$ cat src/source/qlr_pkg.sv
/* QLR package
   Widths, register tags, the config window and the bus structs of the QLR group */
`default_nettype none

package qlr_pkg;

  // ----------------------------------------------------------------------
  // Widths and sizes
  // ----------------------------------------------------------------------
  localparam int unsigned DataWidth     = 32;
  localparam int unsigned AddrWidth     = 32;
  localparam int unsigned TagWidth      = 5;
  localparam int unsigned NumQlrs       = 4;
  localparam int unsigned BankAddrWidth = 6;   // Tile ID and local bank select
  localparam int unsigned BankSelBits   = 2;   // Banks per tile
  localparam int unsigned SeqAddrBits   = 10;  // Sequential region per tile
  localparam int unsigned TileSelBits   = BankAddrWidth - BankSelBits;
  localparam int unsigned QlrFifoDepth  = 4;   // Also the initial credit count
  localparam int unsigned CountWidth    = 8;
  localparam int unsigned CreditWidth   = $clog2(QlrFifoDepth + 1);

  // ----------------------------------------------------------------------
  // Scalar types
  // ----------------------------------------------------------------------
  typedef logic [TagWidth-1:0]      tag_t;
  typedef logic [DataWidth-1:0]     data_t;
  typedef logic [AddrWidth-1:0]     addr_t;
  typedef logic [BankAddrWidth-1:0] bank_addr_t;
  typedef logic [CountWidth-1:0]    count_t;

  typedef enum logic [1:0] {
    SizeByte = 2'b00,
    SizeHalf = 2'b01,
    SizeWord = 2'b10
  } size_e;

  // Register tags owned by the QLRs, index 0 is the first instance
  localparam tag_t [NumQlrs-1:0] QlrTags = {5'd21, 5'd20, 5'd19, 5'd18};

  // Config window, tag in bits 5 and up, register index in bits 2 to 4
  localparam addr_t QlrCfgMask = {22'h10_0000, 8'bxxxx_xxxx, 2'b00};

  localparam logic [2:0] CfgRegBase  = 3'd0;  // Stride and base bank address
  localparam logic [2:0] CfgRegCount = 3'd1;  // Element count, starts the stream

  // ----------------------------------------------------------------------
  // Port structs
  // ----------------------------------------------------------------------
  typedef struct packed {
    tag_t  tag;
    logic  write;
    addr_t addr;
    data_t data;
  } core_req_t;

  typedef struct packed {
    data_t data;
    tag_t  tag;
    logic  error;
  } core_rsp_t;

  typedef struct packed {
    tag_t  tag;
    logic  write;
    addr_t addr;
    data_t data;
    size_e size;
    logic  qlr;  // Issued by a QLR
  } mem_req_t;

  typedef struct packed {
    data_t data;
    tag_t  tag;
    logic  error;
    logic  qlr;
  } mem_rsp_t;

  typedef struct packed {
    bank_addr_t bank_addr;
    tag_t       tag;
  } qlr_req_t;

  typedef struct packed {
    data_t data;
    tag_t  tag;
  } qlr_rsp_t;

  // Config word, two views picked by the register index
  typedef struct packed {
    logic [DataWidth-2*BankAddrWidth-1:0] rsvd;
    bank_addr_t                           stride;
    bank_addr_t                           bank_addr;
  } qlr_cfg_base_t;

  typedef struct packed {
    logic [DataWidth-CountWidth-1:0] rsvd;
    count_t                          count;
  } qlr_cfg_count_t;

  typedef union packed {
    qlr_cfg_base_t  base;
    qlr_cfg_count_t count;
  } qlr_cfg_word_u;

endpackage

`default_nettype wire
$ cat src/source/qlr_group.sv
/* QLR group
   Hosts the QLRs, decodes config stores and shares the memory and core ports */
`default_nettype none

module qlr_group import qlr_pkg::*; (
  input  logic      clk_i,
  input  logic      rst_ni,
  // Core request
  input  core_req_t core_req_i,
  input  logic      core_req_valid_i,
  output logic      core_req_ready_o,
  // Memory request
  output mem_req_t  mem_req_o,
  output logic      mem_req_valid_o,
  input  logic      mem_req_ready_i,
  // Memory response
  input  mem_rsp_t  mem_rsp_i,
  input  logic      mem_rsp_valid_i,
  output logic      mem_rsp_ready_o,
  // Core response
  output core_rsp_t core_rsp_o,
  output logic      core_rsp_valid_o,
  input  logic      core_rsp_ready_i
);

  qlr_req_t [NumQlrs-1:0] qlr_req;
  logic     [NumQlrs-1:0] qlr_req_valid, qlr_req_gnt;
  qlr_rsp_t [NumQlrs-1:0] qlr_rsp;
  logic     [NumQlrs-1:0] qlr_rsp_valid, qlr_rsp_gnt;
  logic                   qlr_mem_rsp_valid;

  qlr_cfg_word_u          cfg_data;
  tag_t                   cfg_tag;
  logic [2:0]             cfg_reg;
  logic                   cfg_match, cfg_valid;
  logic     [NumQlrs-1:0] cfg_ready;
  logic     [NumQlrs-1:0] cfg_tag_hit;  // Tag belongs to some QLR

  qlr_req_t               arb_req;
  logic                   arb_req_valid, arb_req_gnt;
  addr_t                  arb_req_addr;
  logic                   qlr_select;   // QLR side owns the memory request port
  logic                   lock_q;
  qlr_rsp_t               arb_rsp;
  logic                   arb_rsp_valid, arb_rsp_gnt;
  logic                   qlr_rsp_select;

  // ----------------------------------------------------------------------
  // QLR instances
  // ----------------------------------------------------------------------
  for (genvar ii = 0; ii < NumQlrs; ii++) begin : gen_qlrs
    qlr #(
      .AssignedTag ( QlrTags[ii] )
    ) i_qlr (
      .clk_i,
      .rst_ni,
      .cfg_data_i      ( cfg_data          ),
      .cfg_tag_i       ( cfg_tag           ),
      .cfg_reg_i       ( cfg_reg           ),
      .cfg_valid_i     ( cfg_valid         ),
      .cfg_ready_o     ( cfg_ready[ii]     ),
      .req_o           ( qlr_req[ii]       ),
      .req_valid_o     ( qlr_req_valid[ii] ),
      .req_gnt_i       ( qlr_req_gnt[ii]   ),
      .mem_rsp_i,
      .mem_rsp_valid_i ( qlr_mem_rsp_valid ),
      .rsp_o           ( qlr_rsp[ii]       ),
      .rsp_valid_o     ( qlr_rsp_valid[ii] ),
      .rsp_gnt_i       ( qlr_rsp_gnt[ii]   )
    );
    assign cfg_tag_hit[ii] = (cfg_tag == QlrTags[ii]);
  end

  assign qlr_mem_rsp_valid = mem_rsp_valid_i & mem_rsp_i.qlr;

  // Config stores are caught by address and never reach memory
  assign cfg_match = (core_req_i.addr ==? QlrCfgMask);
  assign cfg_valid = core_req_valid_i & cfg_match;
  assign cfg_tag   = core_req_i.addr[5 +: TagWidth];
  assign cfg_reg   = core_req_i.addr[2 +: 3];
  assign cfg_data  = core_req_i.data;

  // ----------------------------------------------------------------------
  // Memory request sharing
  // ----------------------------------------------------------------------
  qlr_rr_arbiter #(
    .NumIn  ( NumQlrs   ),
    .data_t ( qlr_req_t )
  ) i_req_arb (
    .clk_i,
    .rst_ni,
    .req_i  ( qlr_req_valid ),
    .gnt_o  ( qlr_req_gnt   ),
    .data_i ( qlr_req       ),
    .req_o  ( arb_req_valid ),
    .gnt_i  ( arb_req_gnt   ),
    .data_o ( arb_req       )
  );

  // Tile ID above the sequential region, bank select as word offset
  always_comb begin
    arb_req_addr                             = '0;
    arb_req_addr[SeqAddrBits +: TileSelBits] = arb_req.bank_addr[BankAddrWidth-1:BankSelBits];
    arb_req_addr[2 +: BankSelBits]           = arb_req.bank_addr[BankSelBits-1:0];
  end

  assign qlr_select  = !(core_req_valid_i && !cfg_match) || lock_q;
  assign arb_req_gnt = arb_req_valid & mem_req_ready_i & qlr_select;

  always_comb begin
    if (qlr_select) begin
      mem_req_o       = '{tag: arb_req.tag, write: 1'b0, addr: arb_req_addr,
                          data: '0, size: SizeWord, qlr: 1'b1};
      mem_req_valid_o = arb_req_valid;
    end else begin
      mem_req_o       = '{tag: core_req_i.tag, write: core_req_i.write, addr: core_req_i.addr,
                          data: core_req_i.data, size: SizeWord, qlr: 1'b0};
      mem_req_valid_o = core_req_valid_i;
    end
  end

  // Config waits for every QLR, a lock keeps the core out
  assign core_req_ready_o = qlr_select ? (cfg_valid & (&cfg_ready)) : mem_req_ready_i;

  always_ff @(posedge clk_i or negedge rst_ni) begin
    if (!rst_ni) lock_q <= 1'b0;
    else lock_q <= qlr_select & arb_req_valid & ~mem_req_ready_i;  // Presented, not taken
  end

  // ----------------------------------------------------------------------
  // Core response sharing
  // ----------------------------------------------------------------------
  qlr_rr_arbiter #(
    .NumIn  ( NumQlrs   ),
    .data_t ( qlr_rsp_t )
  ) i_rsp_arb (
    .clk_i,
    .rst_ni,
    .req_i  ( qlr_rsp_valid ),
    .gnt_o  ( qlr_rsp_gnt   ),
    .data_i ( qlr_rsp       ),
    .req_o  ( arb_rsp_valid ),
    .gnt_i  ( arb_rsp_gnt   ),
    .data_o ( arb_rsp       )
  );

  assign qlr_rsp_select = !(mem_rsp_valid_i && !mem_rsp_i.qlr);  // Core loads first
  assign arb_rsp_gnt    = arb_rsp_valid & core_rsp_ready_i & qlr_rsp_select;

  assign core_rsp_o = qlr_rsp_select ?
                      '{data: arb_rsp.data, tag: arb_rsp.tag, error: 1'b0} :
                      '{data: mem_rsp_i.data, tag: mem_rsp_i.tag, error: mem_rsp_i.error};
  assign core_rsp_valid_o = qlr_rsp_select ? arb_rsp_valid : mem_rsp_valid_i;

  // QLR responses always land in a FIFO slot claimed by credit
  assign mem_rsp_ready_o = qlr_rsp_select ? mem_rsp_valid_i : core_rsp_ready_i;

  a_cfg_tag_known : assert property (@(posedge clk_i) disable iff (!rst_ni)
    cfg_valid |-> (|cfg_tag_hit)) else $error("Config targets an unknown QLR tag");

endmodule

`default_nettype wire

$ cat src/source/qlr.sv
/* Queue linked register
   Streams word loads from strided bank addresses into a credited FIFO */
`default_nettype none

module qlr import qlr_pkg::*; #(
  parameter tag_t AssignedTag = QlrTags[0]
) (
  input  logic          clk_i,
  input  logic          rst_ni,
  // Config broadcast from the group
  input  qlr_cfg_word_u cfg_data_i,
  input  tag_t          cfg_tag_i,
  input  logic [2:0]    cfg_reg_i,
  input  logic          cfg_valid_i,
  output logic          cfg_ready_o,
  // Stream requests to the arbiter
  output qlr_req_t      req_o,
  output logic          req_valid_o,
  input  logic          req_gnt_i,
  // Memory responses, seen by every QLR
  input  mem_rsp_t      mem_rsp_i,
  input  logic          mem_rsp_valid_i,
  // Buffered words to the core
  output qlr_rsp_t      rsp_o,
  output logic          rsp_valid_o,
  input  logic          rsp_gnt_i
);

  bank_addr_t             base_q, stride_q;
  bank_addr_t             addr_q;      // Next bank address to request
  count_t                 req_left_q;  // Requests still to issue
  count_t                 rsp_left_q;  // Words still to deliver
  logic [CreditWidth-1:0] credit_q;    // Free FIFO slots not yet claimed
  logic                   busy, cfg_hit, cfg_we;
  logic                   rsp_push, fifo_empty, fifo_full;
  data_t                  fifo_data;

  // ----------------------------------------------------------------------
  // Configuration
  // ----------------------------------------------------------------------
  assign busy        = (rsp_left_q != '0);
  assign cfg_hit     = (cfg_tag_i == AssignedTag);
  assign cfg_ready_o = !cfg_hit || !busy;  // Hold off only our own config
  assign cfg_we      = cfg_valid_i && cfg_hit && !busy;

  always_ff @(posedge clk_i or negedge rst_ni) begin
    if (!rst_ni) begin
      base_q   <= '0;
      stride_q <= '0;
    end else if (cfg_we && (cfg_reg_i == CfgRegBase)) begin
      base_q   <= cfg_data_i.base.bank_addr;
      stride_q <= cfg_data_i.base.stride;
    end
  end

  // ----------------------------------------------------------------------
  // Request generator
  // ----------------------------------------------------------------------
  assign req_valid_o = (req_left_q != '0) && (credit_q != '0);
  assign req_o       = '{bank_addr: addr_q, tag: AssignedTag};

  always_ff @(posedge clk_i or negedge rst_ni) begin
    if (!rst_ni) begin
      addr_q     <= '0;
      req_left_q <= '0;
      rsp_left_q <= '0;
    end else if (cfg_we && (cfg_reg_i == CfgRegCount)) begin
      addr_q     <= base_q;                   // Stream restarts at base
      req_left_q <= cfg_data_i.count.count;
      rsp_left_q <= cfg_data_i.count.count;
    end else begin
      if (req_gnt_i) begin
        addr_q     <= addr_q + stride_q;      // Wraps within the bank space
        req_left_q <= req_left_q - 1'b1;
      end
      if (rsp_gnt_i) rsp_left_q <= rsp_left_q - 1'b1;
    end
  end

  // Claim a slot per request, free it per delivered word
  always_ff @(posedge clk_i or negedge rst_ni) begin
    if (!rst_ni) credit_q <= CreditWidth'(QlrFifoDepth);
    else credit_q <= credit_q - CreditWidth'(req_gnt_i) + CreditWidth'(rsp_gnt_i);
  end

  // ----------------------------------------------------------------------
  // Response buffer
  // ----------------------------------------------------------------------
  assign rsp_push = mem_rsp_valid_i && (mem_rsp_i.tag == AssignedTag);

  qlr_fifo #(
    .Depth ( QlrFifoDepth )
  ) i_fifo (
    .clk_i,
    .rst_ni,
    .push_i  ( rsp_push       ),
    .data_i  ( mem_rsp_i.data ),
    .pop_i   ( rsp_gnt_i      ),
    .data_o  ( fifo_data      ),
    .empty_o ( fifo_empty     ),
    .full_o  ( fifo_full      )
  );

  assign rsp_valid_o = !fifo_empty;
  assign rsp_o       = '{data: fifo_data, tag: AssignedTag};

  a_credit_max : assert property (@(posedge clk_i) disable iff (!rst_ni)
    credit_q <= CreditWidth'(QlrFifoDepth)) else $error("Credits above FIFO depth");
  // A full FIFO leaves nothing to claim
  a_full_no_credit : assert property (@(posedge clk_i) disable iff (!rst_ni)
    fifo_full |-> (credit_q == '0)) else $error("Credits left with full FIFO");

endmodule

`default_nettype wire

$ cat src/source/qlr_fifo.sv
/* Stream word FIFO
   Circular buffer for words returned from memory to one QLR */
`default_nettype none

module qlr_fifo import qlr_pkg::*; #(
  parameter int unsigned Depth = QlrFifoDepth
) (
  input  logic  clk_i,
  input  logic  rst_ni,
  input  logic  push_i,
  input  data_t data_i,
  input  logic  pop_i,
  output data_t data_o,
  output logic  empty_o,
  output logic  full_o
);

  localparam int unsigned PtrWidth  = (Depth > 1) ? $clog2(Depth) : 1;
  localparam int unsigned FillWidth = $clog2(Depth + 1);

  data_t                mem_q [Depth];
  logic [PtrWidth-1:0]  wr_ptr_q, rd_ptr_q;
  logic [FillWidth-1:0] fill_q;

  assign empty_o = (fill_q == '0);
  assign full_o  = (fill_q == FillWidth'(Depth));
  assign data_o  = mem_q[rd_ptr_q];  // Head word

  always_ff @(posedge clk_i) begin
    if (push_i) mem_q[wr_ptr_q] <= data_i;
  end

  always_ff @(posedge clk_i or negedge rst_ni) begin
    if (!rst_ni) begin
      wr_ptr_q <= '0;
      rd_ptr_q <= '0;
      fill_q   <= '0;
    end else begin
      if (push_i) wr_ptr_q <= (wr_ptr_q == PtrWidth'(Depth - 1)) ? '0 : wr_ptr_q + 1'b1;
      if (pop_i)  rd_ptr_q <= (rd_ptr_q == PtrWidth'(Depth - 1)) ? '0 : rd_ptr_q + 1'b1;
      fill_q <= fill_q + FillWidth'(push_i) - FillWidth'(pop_i);
    end
  end

  a_no_overflow : assert property (@(posedge clk_i) disable iff (!rst_ni)
    push_i |-> !full_o) else $error("Push into full FIFO");
  a_no_underflow : assert property (@(posedge clk_i) disable iff (!rst_ni)
    pop_i |-> !empty_o) else $error("Pop from empty FIFO");

endmodule

`default_nettype wire

$ cat src/source/qlr_rr_arbiter.sv
/* Round-robin arbiter with lock-in
   Picks one requester and forwards its payload, holds the pick until granted */
`default_nettype none

module qlr_rr_arbiter #(
  parameter int unsigned NumIn  = 4,
  parameter type         data_t = logic [31:0]
) (
  input  logic                 clk_i,
  input  logic                 rst_ni,
  input  logic  [NumIn-1:0]    req_i,
  output logic  [NumIn-1:0]    gnt_o,
  input  data_t [NumIn-1:0]    data_i,
  output logic                 req_o,
  input  logic                 gnt_i,
  output data_t                data_o
);

  localparam int unsigned IdxWidth = (NumIn > 1) ? $clog2(NumIn) : 1;

  logic [IdxWidth-1:0] prio_q;      // Highest priority input
  logic [IdxWidth-1:0] pick;
  logic [IdxWidth-1:0] sel_idx;
  logic [IdxWidth-1:0] lock_idx_q;
  logic                lock_q;      // Pending request not yet granted

  // Search from farthest to nearest, so the nearest requester wins
  always_comb begin
    int unsigned cand;
    pick = prio_q;
    for (int unsigned i = 0; i < NumIn; i++) begin
      cand = (prio_q + NumIn - 1 - i) % NumIn;
      if (req_i[cand]) pick = IdxWidth'(cand);
    end
  end

  assign sel_idx = lock_q ? lock_idx_q : pick;
  assign req_o   = req_i[sel_idx];
  assign data_o  = data_i[sel_idx];

  always_comb begin
    gnt_o          = '0;
    gnt_o[sel_idx] = gnt_i;  // Only the selected input sees the grant
  end

  always_ff @(posedge clk_i or negedge rst_ni) begin
    if (!rst_ni) begin
      prio_q     <= '0;
      lock_q     <= 1'b0;
      lock_idx_q <= '0;
    end else if (req_o && gnt_i) begin
      prio_q <= (sel_idx == IdxWidth'(NumIn - 1)) ? '0 : sel_idx + 1'b1;  // Rotate
      lock_q <= 1'b0;
    end else if (req_o) begin
      lock_q     <= 1'b1;
      lock_idx_q <= sel_idx;
    end
  end

  // Requester and arbiter together keep an ungranted request steady
  a_locked_stable : assert property (@(posedge clk_i) disable iff (!rst_ni)
    (req_o && !gnt_i) |=> (req_o && $stable(data_o)))
    else $error("Arbiter output changed before grant");

endmodule

`default_nettype wire

$ cat config.mk
export PLATFORM = sky130hd
export DESIGN_NAME = qlr_group
export DESIGN_NICKNAME = d
export VERILOG_FILES = /design/src/source/qlr_pkg.sv /design/src/source/qlr_group.sv /design/src/source/qlr.sv /design/src/source/qlr_fifo.sv /design/src/source/qlr_rr_arbiter.sv
export SDC_FILE = /design/constraint.sdc
export NUM_CORES = 1
export LEC_CHECK = 0
export ABC_CLOCK_PERIOD_IN_PS = 7050
export CORE_MARGIN = 2
export CORE_UTILIZATION = 49
export CTS_CLUSTER_DIAMETER = 120
export DETAILED_ROUTE_END_ITERATION = 7
export DONT_BUFFER_PORTS = 1
export PLACE_DENSITY = 0.69
export SYNTH_ARGS = -nofsm -noshare
export SYNTH_HDL_FRONTEND = slang
export SYNTH_HIERARCHICAL = 1
export SYNTH_SLANG_ARGS = --single-unit
$ cat constraint.sdc
create_clock -name clk_i -period 7.05 [get_ports clk_i]
set_clock_uncertainty 0.15 [all_clocks]
set_input_delay 0.3525 -clock clk_i [delete_from_list [all_inputs] [get_ports clk_i]]
set_output_delay 0.3525 -clock clk_i [all_outputs]
set_load 0.02 [all_outputs]
==> Word level (Yosys, flattened, before mapping) <==
Memory sizes are Yosys's and may differ from the RTL's.
Index checks and enable logic that the tools add are counted.
W data, S select, Z words.
{ "classes": {"n_addsub": 48, "reduce_logical": 81, "eq_ne": 20, "order_cmp": 12, "bitwise": 14, "n_mux": 90} }
{ "op_table": {"columns": ["op", "n"], "rows": [
  ["$mux W8", 16],
  ["$bmux W37 S2", 1],
  ["$mux W73", 1],
  ["$reduce_bool A8 Y1", 8],
  ["$sub A8 B1 Y8 const B", 8],
  ["$mux W6", 8],
  ["$eq A5 B5 Y1 const B", 8],
  ["$mux W2", 20],
  ["$mux W38", 1],
  ["$mux W37", 1],
  ["$logic_and A1 B1 Y1", 30],
  ["$lt A2 B3 Y1 const B", 10],
  ["$mux W1", 28],
  ["$add A2 B1 Y2 const B", 12],
  ["$add A3 B1 Y3", 8],
  ["$add A6 B6 Y6", 4],
  ["$eq A24 B23 Y1 const B", 1],
  ["$sub A3 B1 Y3", 8],
  ["$bmux W11 S2", 1],
  ["$bmux W1 S2", 10],
  ["$eq A2 B2 Y1 const B", 10],
  ["$reduce_bool A2 Y1", 10],
  ["$logic_not A1 Y1", 16],
  ["$logic_not A3 Y1", 5],
  ["13 further kinds", 40]
]} }
{ "word_totals": {"in_bits": 115, "ram_bits": 512, "output_inout_bits": 115, "n_memories": 4, "word_cells": 312, "ff_bits": 187} }
{ "memory_table": {"columns": ["memory", "words", "width", "rd", "rd_clocked_by_memory_dff", "wr", "line", "text"], "rows": [
  ["gen_qlrs[0].i_qlr.i_fifo.mem_q", 4, 32, 1, 0, 1, "qlr_fifo.sv:21", "data_t mem_q [Depth];"],
  ["gen_qlrs[1].i_qlr.i_fifo.mem_q", 4, 32, 1, 0, 1, "qlr_fifo.sv:21", null],
  ["gen_qlrs[2].i_qlr.i_fifo.mem_q", 4, 32, 1, 0, 1, "qlr_fifo.sv:21", null],
  ["gen_qlrs[3].i_qlr.i_fifo.mem_q", 4, 32, 1, 0, 1, "qlr_fifo.sv:21", null]
]} }

==> Longest topological paths before layout <==
{ "logic_depth": {"word_depth": 16, "ltp_mapped": 19} }

==> Hierarchy <==
Netlist, hierarchy kept.
{ "by_module_without_submodules": {"columns": ["module", "cells_each", "area_each_um2", "n_inst"], "rows": [
  ["qlr_fifo", 204, 5077.4, 4],
  ["qlr (gen_qlrs[2].i_qlr)", 202, 2173.3, 1],
  ["qlr (gen_qlrs[3].i_qlr)", 203, 2145.8, 1],
  ["qlr (gen_qlrs[1].i_qlr)", 208, 2139.6, 1],
  ["qlr (gen_qlrs[0].i_qlr)", 202, 2133.3, 1],
  ["qlr_rr_arbiter (i_rsp_arb)", 232, 1709.1, 1],
  ["qlr_group", 152, 1239.9, 1],
  ["qlr_rr_arbiter (i_req_arb)", 116, 874.6, 1]
]} }

==> Least setup slack after synthesis <==
No wires, ideal clock.
{ "synth_timing": {"path_kind": "flip-flop to flip-flop", "from": "register gen_qlrs[2].i_qlr.req_left_q[5]", "to": "register gen_qlrs[1].i_qlr.req_left_q[4]", "t_required_ps": 6774, "t_arrival_ps": 4017, "setup_ps": 126, "path_stages_with_launch": 19, "path_slack_ps": 2757, "period_less_slack_ps": 4293, "path_cell_list": "dfrtp_1 > or4_4 > nor4b_1 > nor2_1 > nor2b_1 > o21a_1 > a2111oi_2 > or2_1 > buf_6 > o21a_1 > and3_1 > inv_1 > nor3_1 > clkbuf_1 > clkbuf_1 > nand2_1 > nor3_1 > xnor2_1 > a21oi_1"} }
{ "synth_between": {"elab_chain_cells": 15, "word_cells_on_any_way": 26, "cone_classes": "2 x order compare; 17 x mux; 3 x bitwise; 4 x reduce/logical"} }
{ "synth_lines": {"columns": ["item", "line", "text"], "rows": [
  ["start, declared", "qlr.sv:31", "count_t req_left_q;"],
  ["start signal, assigned", "qlr.sv:69", "req_left_q <= cfg_data_i.count.count;"],
  ["start signal, assigned", "qlr.sv:74", "req_left_q <= req_left_q - 1'b1;"],
  ["$reduce_bool A8 Y1 (*)", "qlr.sv:59", "assign req_valid_o = (req_left_q != '0) && (credit_q != '0);"],
  ["$logic_and A1 B1 Y1 (*)", "qlr.sv:59", null],
  ["net qlr_req_valid[2]", "qlr_group.sv:27", "logic [NumQlrs-1:0] qlr_req_valid, qlr_req_gnt;"],
  ["$bmux W1 S2", "qlr_rr_arbiter.sv:33", "if (req_i[cand]) pick = IdxWidth'(cand);"],
  ["$mux W1 (implied by the code)", "qlr_rr_arbiter.sv:33", null],
  ["$mux W2 (3 in series)", "qlr_rr_arbiter.sv:33", null],
  ["$mux W2 (*)", "qlr_rr_arbiter.sv:33", null],
  ["$mux W2 (*)", "qlr_rr_arbiter.sv:37", "assign sel_idx = lock_q ? lock_idx_q : pick;"],
  ["net i_req_arb.sel_idx[0]", "qlr_rr_arbiter.sv:23", "logic [IdxWidth-1:0] sel_idx;"],
  ["$bmux W1 S2 (*)", "qlr_rr_arbiter.sv:38", "assign req_o = req_i[sel_idx];"],
  ["$mux W1 (implied by the code) (*)", "qlr_rr_arbiter.sv:38", null],
  ["net arb_req_valid", "qlr_group.sv:40", "logic arb_req_valid, arb_req_gnt;"],
  ["$and A1 B1 Y1 (*) (2 in series)", "qlr_group.sv:108", "assign arb_req_gnt = arb_req_valid & mem_req_ready_i & qlr_select;"],
  ["net arb_req_gnt", "qlr_group.sv:40", null],
  ["$and A4 B4 Y4 (no source line) (*)", null, null],
  ["net qlr_req_gnt[1]", "qlr_group.sv:27", null],
  ["$reduce_bool A2 Y1 (no source line) (*)", null, null],
  ["end signal, assigned", "qlr.sv:69", null],
  ["end signal, assigned", "qlr.sv:74", null],
  ["end, declared", "qlr.sv:31", null]
]} }
Mark *: on every way through the listed nets, which the timed path passes. The rest lies on a longest branch. The select of a mux whose other input is x is not followed.
A chain may end at the register's enable or synchronous reset.

==> Final worst setup path <==
{ "layout_timing": {"from": "register gen_qlrs[0].i_qlr.req_left_q[4]", "to": "register gen_qlrs[3].i_qlr.credit_q[2]"} }
{ "layout_between": {"elab_chain_cells": 16, "word_cells_on_any_way": 27, "cone_classes": "2 x add/sub; 2 x order compare; 17 x mux; 3 x bitwise; 3 x reduce/logical"} }
{ "layout_lines": {"columns": ["item", "line", "text"], "rows": [
  ["start, declared", "qlr.sv:31", null],
  ["start signal, assigned", "qlr.sv:69", null],
  ["start signal, assigned", "qlr.sv:74", null],
  ["$reduce_bool A8 Y1 (*)", "qlr.sv:59", null],
  ["$logic_and A1 B1 Y1 (*)", "qlr.sv:59", null],
  ["net qlr_req_valid[0]", "qlr_group.sv:27", null],
  ["$bmux W1 S2", "qlr_rr_arbiter.sv:33", null],
  ["$mux W1 (implied by the code)", "qlr_rr_arbiter.sv:33", null],
  ["$mux W2 (4 in series)", "qlr_rr_arbiter.sv:33", null],
  ["$mux W2", "qlr_rr_arbiter.sv:37", null],
  ["$bmux W1 S2 (*)", "qlr_rr_arbiter.sv:38", null],
  ["$mux W1 (implied by the code) (*)", "qlr_rr_arbiter.sv:38", null],
  ["net arb_req_valid", "qlr_group.sv:40", null],
  ["$and A1 B1 Y1 (*) (2 in series)", "qlr_group.sv:108", null],
  ["net arb_req_gnt", "qlr_group.sv:40", null],
  ["$and A4 B4 Y4 (no source line) (*)", null, null],
  ["net qlr_req_gnt[3]", "qlr_group.sv:27", null],
  ["$sub A3 B1 Y3 (*)", "qlr.sv:83", "else credit_q <= credit_q - CreditWidth'(req_gnt_i) + CreditWidth'(rsp_gnt_i);"],
  ["$add A3 B1 Y3 (*)", "qlr.sv:83", null],
  ["end signal, assigned", "qlr.sv:82", "if (!rst_ni) credit_q <= CreditWidth'(QlrFifoDepth);"],
  ["end signal, assigned", "qlr.sv:83", null],
  ["end, declared", "qlr.sv:33", "logic [CreditWidth-1:0] credit_q;"]
]} }
Marks and branches as above.

==> metrics.txt <==
wire length per cell 24.14 µm; Final Net Count 2,384; die footprint 0.06882 mm²; Hold Path Cell Cnt 4; reg2reg start gen_qlrs[0].i_qlr/req_left_q[4]$_DFFE_PN0P_; count of input and output buffers 0; critical path capture point type flip-flop; height of the die 262.3 µm; First DRT Iteration DRCs 1,516; remaining routing DRC violations 0; Clock Root Buffer sky130_fd_sc_hd__clkbuf_16; Tightest Hold Check Type in -> reg; top cell family by delay on the critical path simple AND/OR/NAND/NOR gates; Endpoint, Worst Hold gen_qlrs[0].i_qlr/i_fifo/wr_ptr_q[1]$_DFFE_PN0P_; Skew-Pair Late Insertion Delay 0.64 ns; routability congestion estimate 0.8070; required arrival time at the worst endpoint 7.44 ns; final critical-path required period 5.061 ns; Setup crit start gen_qlrs[0].i_qlr/req_left_q[4]$_DFFE_PN0P_; Max-cap violations 0; worst hold start mem_rsp_i[2]; outcome completed; sum of buffers and inverters on the critical path 1; most frequent cells in the layout 512 x sky130_fd_sc_hd__edfxtp_1, 175 x sky130_fd_sc_hd__dfrtp_1, 131 x sky130_fd_sc_hd__a21oi_1; Reg2Reg Capture Point gen_qlrs[3].i_qlr/credit_q[2]$_DFF_PN1_; initial cell density of the core 49.65%; WP data arrival 5.45 ns; number of iterations in the first detailed-routing pass 5; number of antenna violations at the first check in global routing 5; netlist area before placement 0.03270 mm²; slowest stage delay, CP 0.63 ns; commonest non-fill, non-tap cell in the layout sky130_fd_sc_hd__edfxtp_1; kind of launch point of the worst setup path flip-flop; total number of yosys warnings 6; RSZ-0062 raised after global routing no; met1 GRT Util 27.58%; cell-by-cell trace of the critical path or4_1 > nor4b_1 > nor2_1 > nor2b_1 > o21a_1 > a2111oi_2 > or2_1 > o21a_1 > and3_1 > and2_1 > ha_1 > inv_1 > ha_1 > fa_1 > xnor2_1; area occupied by multi-input gates 0.01146 mm²; count of final hold-check violations 0; mean area per synthesized cell 15.37 µm²; count of pins on the block boundary 230; register cell area after layout 0.02007 mm²; htree depth 3; total number of vias 18,350; core area 0.06586 mm²; clock input transition at the sequential cells of the worst setup and hold paths 0.06 ns; Final Power 12,420 µW; achievable clock frequency 0.1976 GHz; fraction of met2 tracks used by global routing 37.80%; pins over their slew limit 0; global routing usage summed across all routing layers 21.86%; number of core rows 94; Cells after Synth 2,127; Via-to-Cell Ratio 5.893; Final setup viols 0; final sum of negative setup slack 0 ns; CTS tree yes; layer carrying the most global-route usage met2; maximum number of pins on one net before global-route repair 188; biggest fanout along the worst timing path 18; Congestion Overflow GR 0; slowest stage cell on the critical path sky130_fd_sc_hd__and2_1; largest buffer count on any clock path 3; share of cells above drive strength 1 19.30%; number of routed nets with antenna violations 0; # hold bufs at CTS 67; Leakage 0.01327 µW; worst-case reg-to-reg path depth 15; Layout Area Growth over Synthesis 10.81%; clock sink count 699; wire length of the first global-routing pass 115.0 mm; slew at the pin with the worst max-slew slack 1.184 ns; Relative slew margins 21.10%; via count of the first global-routing pass 19,250; Die Span X 262.3 µm; setup slack on the worst flop-to-flop path 1.99 ns; met3 usage in global routing 3.186%; number of post-CTS setup repair buffers 0; sum of routed wire length over all layers 75.16 mm; WS Path Type reg -> reg; Gates resized, CTS repair 0; fin crit share 71.78%; placed wire-length estimate 43.32 mm; Filler cells 5,182; worst vdd rail ir drop 0.3112 mV; clock buffers created by TritonCTS 74; areal power density over the cells 342.8 mW/mm²
## worst max path at each step
stage	cells past startpoint	endpoint	slack (ns)
after floorplan	18	gen_qlrs[1].i_qlr/req_left_q[4]$_DFFE_PN0P_	2.76
after global placement	14	gen_qlrs[3].i_qlr/credit_q[1]$_DFF_PN0_	2.31
after detailed placement	14	gen_qlrs[2].i_qlr/credit_q[1]$_DFF_PN0_	2.09
after CTS	10	core_rsp_o[24]	1.99
after global routing	15	gen_qlrs[2].i_qlr/addr_q[5]$_DFFE_PN0P_	1.62
final	15	gen_qlrs[3].i_qlr/credit_q[2]$_DFF_PN1_	1.99
## worst reg2reg max path, stage by stage (launching register included)
cell and delay, ns:
sky130_fd_sc_hd__dfrtp_1 0.41, sky130_fd_sc_hd__or4_1 0.57, sky130_fd_sc_hd__nor4b_1 0.32, sky130_fd_sc_hd__nor2_1 0.18, sky130_fd_sc_hd__nor2b_1 0.17, sky130_fd_sc_hd__o21a_1 0.20
sky130_fd_sc_hd__a2111oi_2 0.33, sky130_fd_sc_hd__or2_1 0.38, sky130_fd_sc_hd__o21a_1 0.25, sky130_fd_sc_hd__and3_1 0.27, sky130_fd_sc_hd__and2_1 0.63, sky130_fd_sc_hd__ha_1 0.25
sky130_fd_sc_hd__inv_1 0.05, sky130_fd_sc_hd__ha_1 0.19, sky130_fd_sc_hd__fa_1 0.42, sky130_fd_sc_hd__xnor2_1 0.21
## power breakdown
group	total (µW)	switching [µW]	internal, µW
sequential	5010	351	4660
combinational	3550	2000	1550
clock	3860	1640	2220
total	12400	4000	8420
## through the flow
stage	setup slack, ns	util (%)	hold slack [ns]	instances	cell area, µm²
after CTS	1.995	54.99	0.03415	3107	36220
after floorplan	2.757	-	-0.09309	2159	32820
after detailed placement	2.091	50.25	-0.07498	2906	33100
after global routing	1.624	55.00	0.09948	3111	36230
after global placement	2.307	50.25	-0.07674	2906	33100
final	1.989	55.01	0.07582	3114	36230
## layout make-up
| type | count | share of cell area, % |
|---|---|---|
| Clock inverter | 39 | 1.298 |
| Inverter | 81 | 0.8529 |
| Tap cell | 864 | 2.984 |
| Timing Repair Buffer | 90 | 2.376 |
| Sequential cell | 699 | 55.39 |
| Multi-Input combinational cell | 1239 | 31.64 |
| Clock buffer | 95 | 5.411 |
| Antenna cell | 7 | 0.04834 |
## flip-flops by register name, summed over array words and instances (netlist names), 8 cells and up
register,count
gen_qlrs.i_qlr/i_fifo/mem_q,512
gen_qlrs.i_qlr/stride_q,24
gen_qlrs.i_qlr/credit_q,12
gen_qlrs.i_qlr/i_fifo/wr_ptr_q,8
gen_qlrs.i_qlr/rsp_left_q,32
gen_qlrs.i_qlr/req_left_q,32
gen_qlrs.i_qlr/addr_q,24
gen_qlrs.i_qlr/base_q,24
gen_qlrs.i_qlr/i_fifo/fill_q,12
gen_qlrs.i_qlr/i_fifo/rd_ptr_q,8
## per-layer routing
metal  routed length [µm]  vias to the layer above
li1                     -                     8083
met2                38300                      648
met3                 3745                      177
met5                    0                        -
met4                 3066                        0
met1                30050                     9442
No activity file was read; power rests on OpenSTA's default activity.
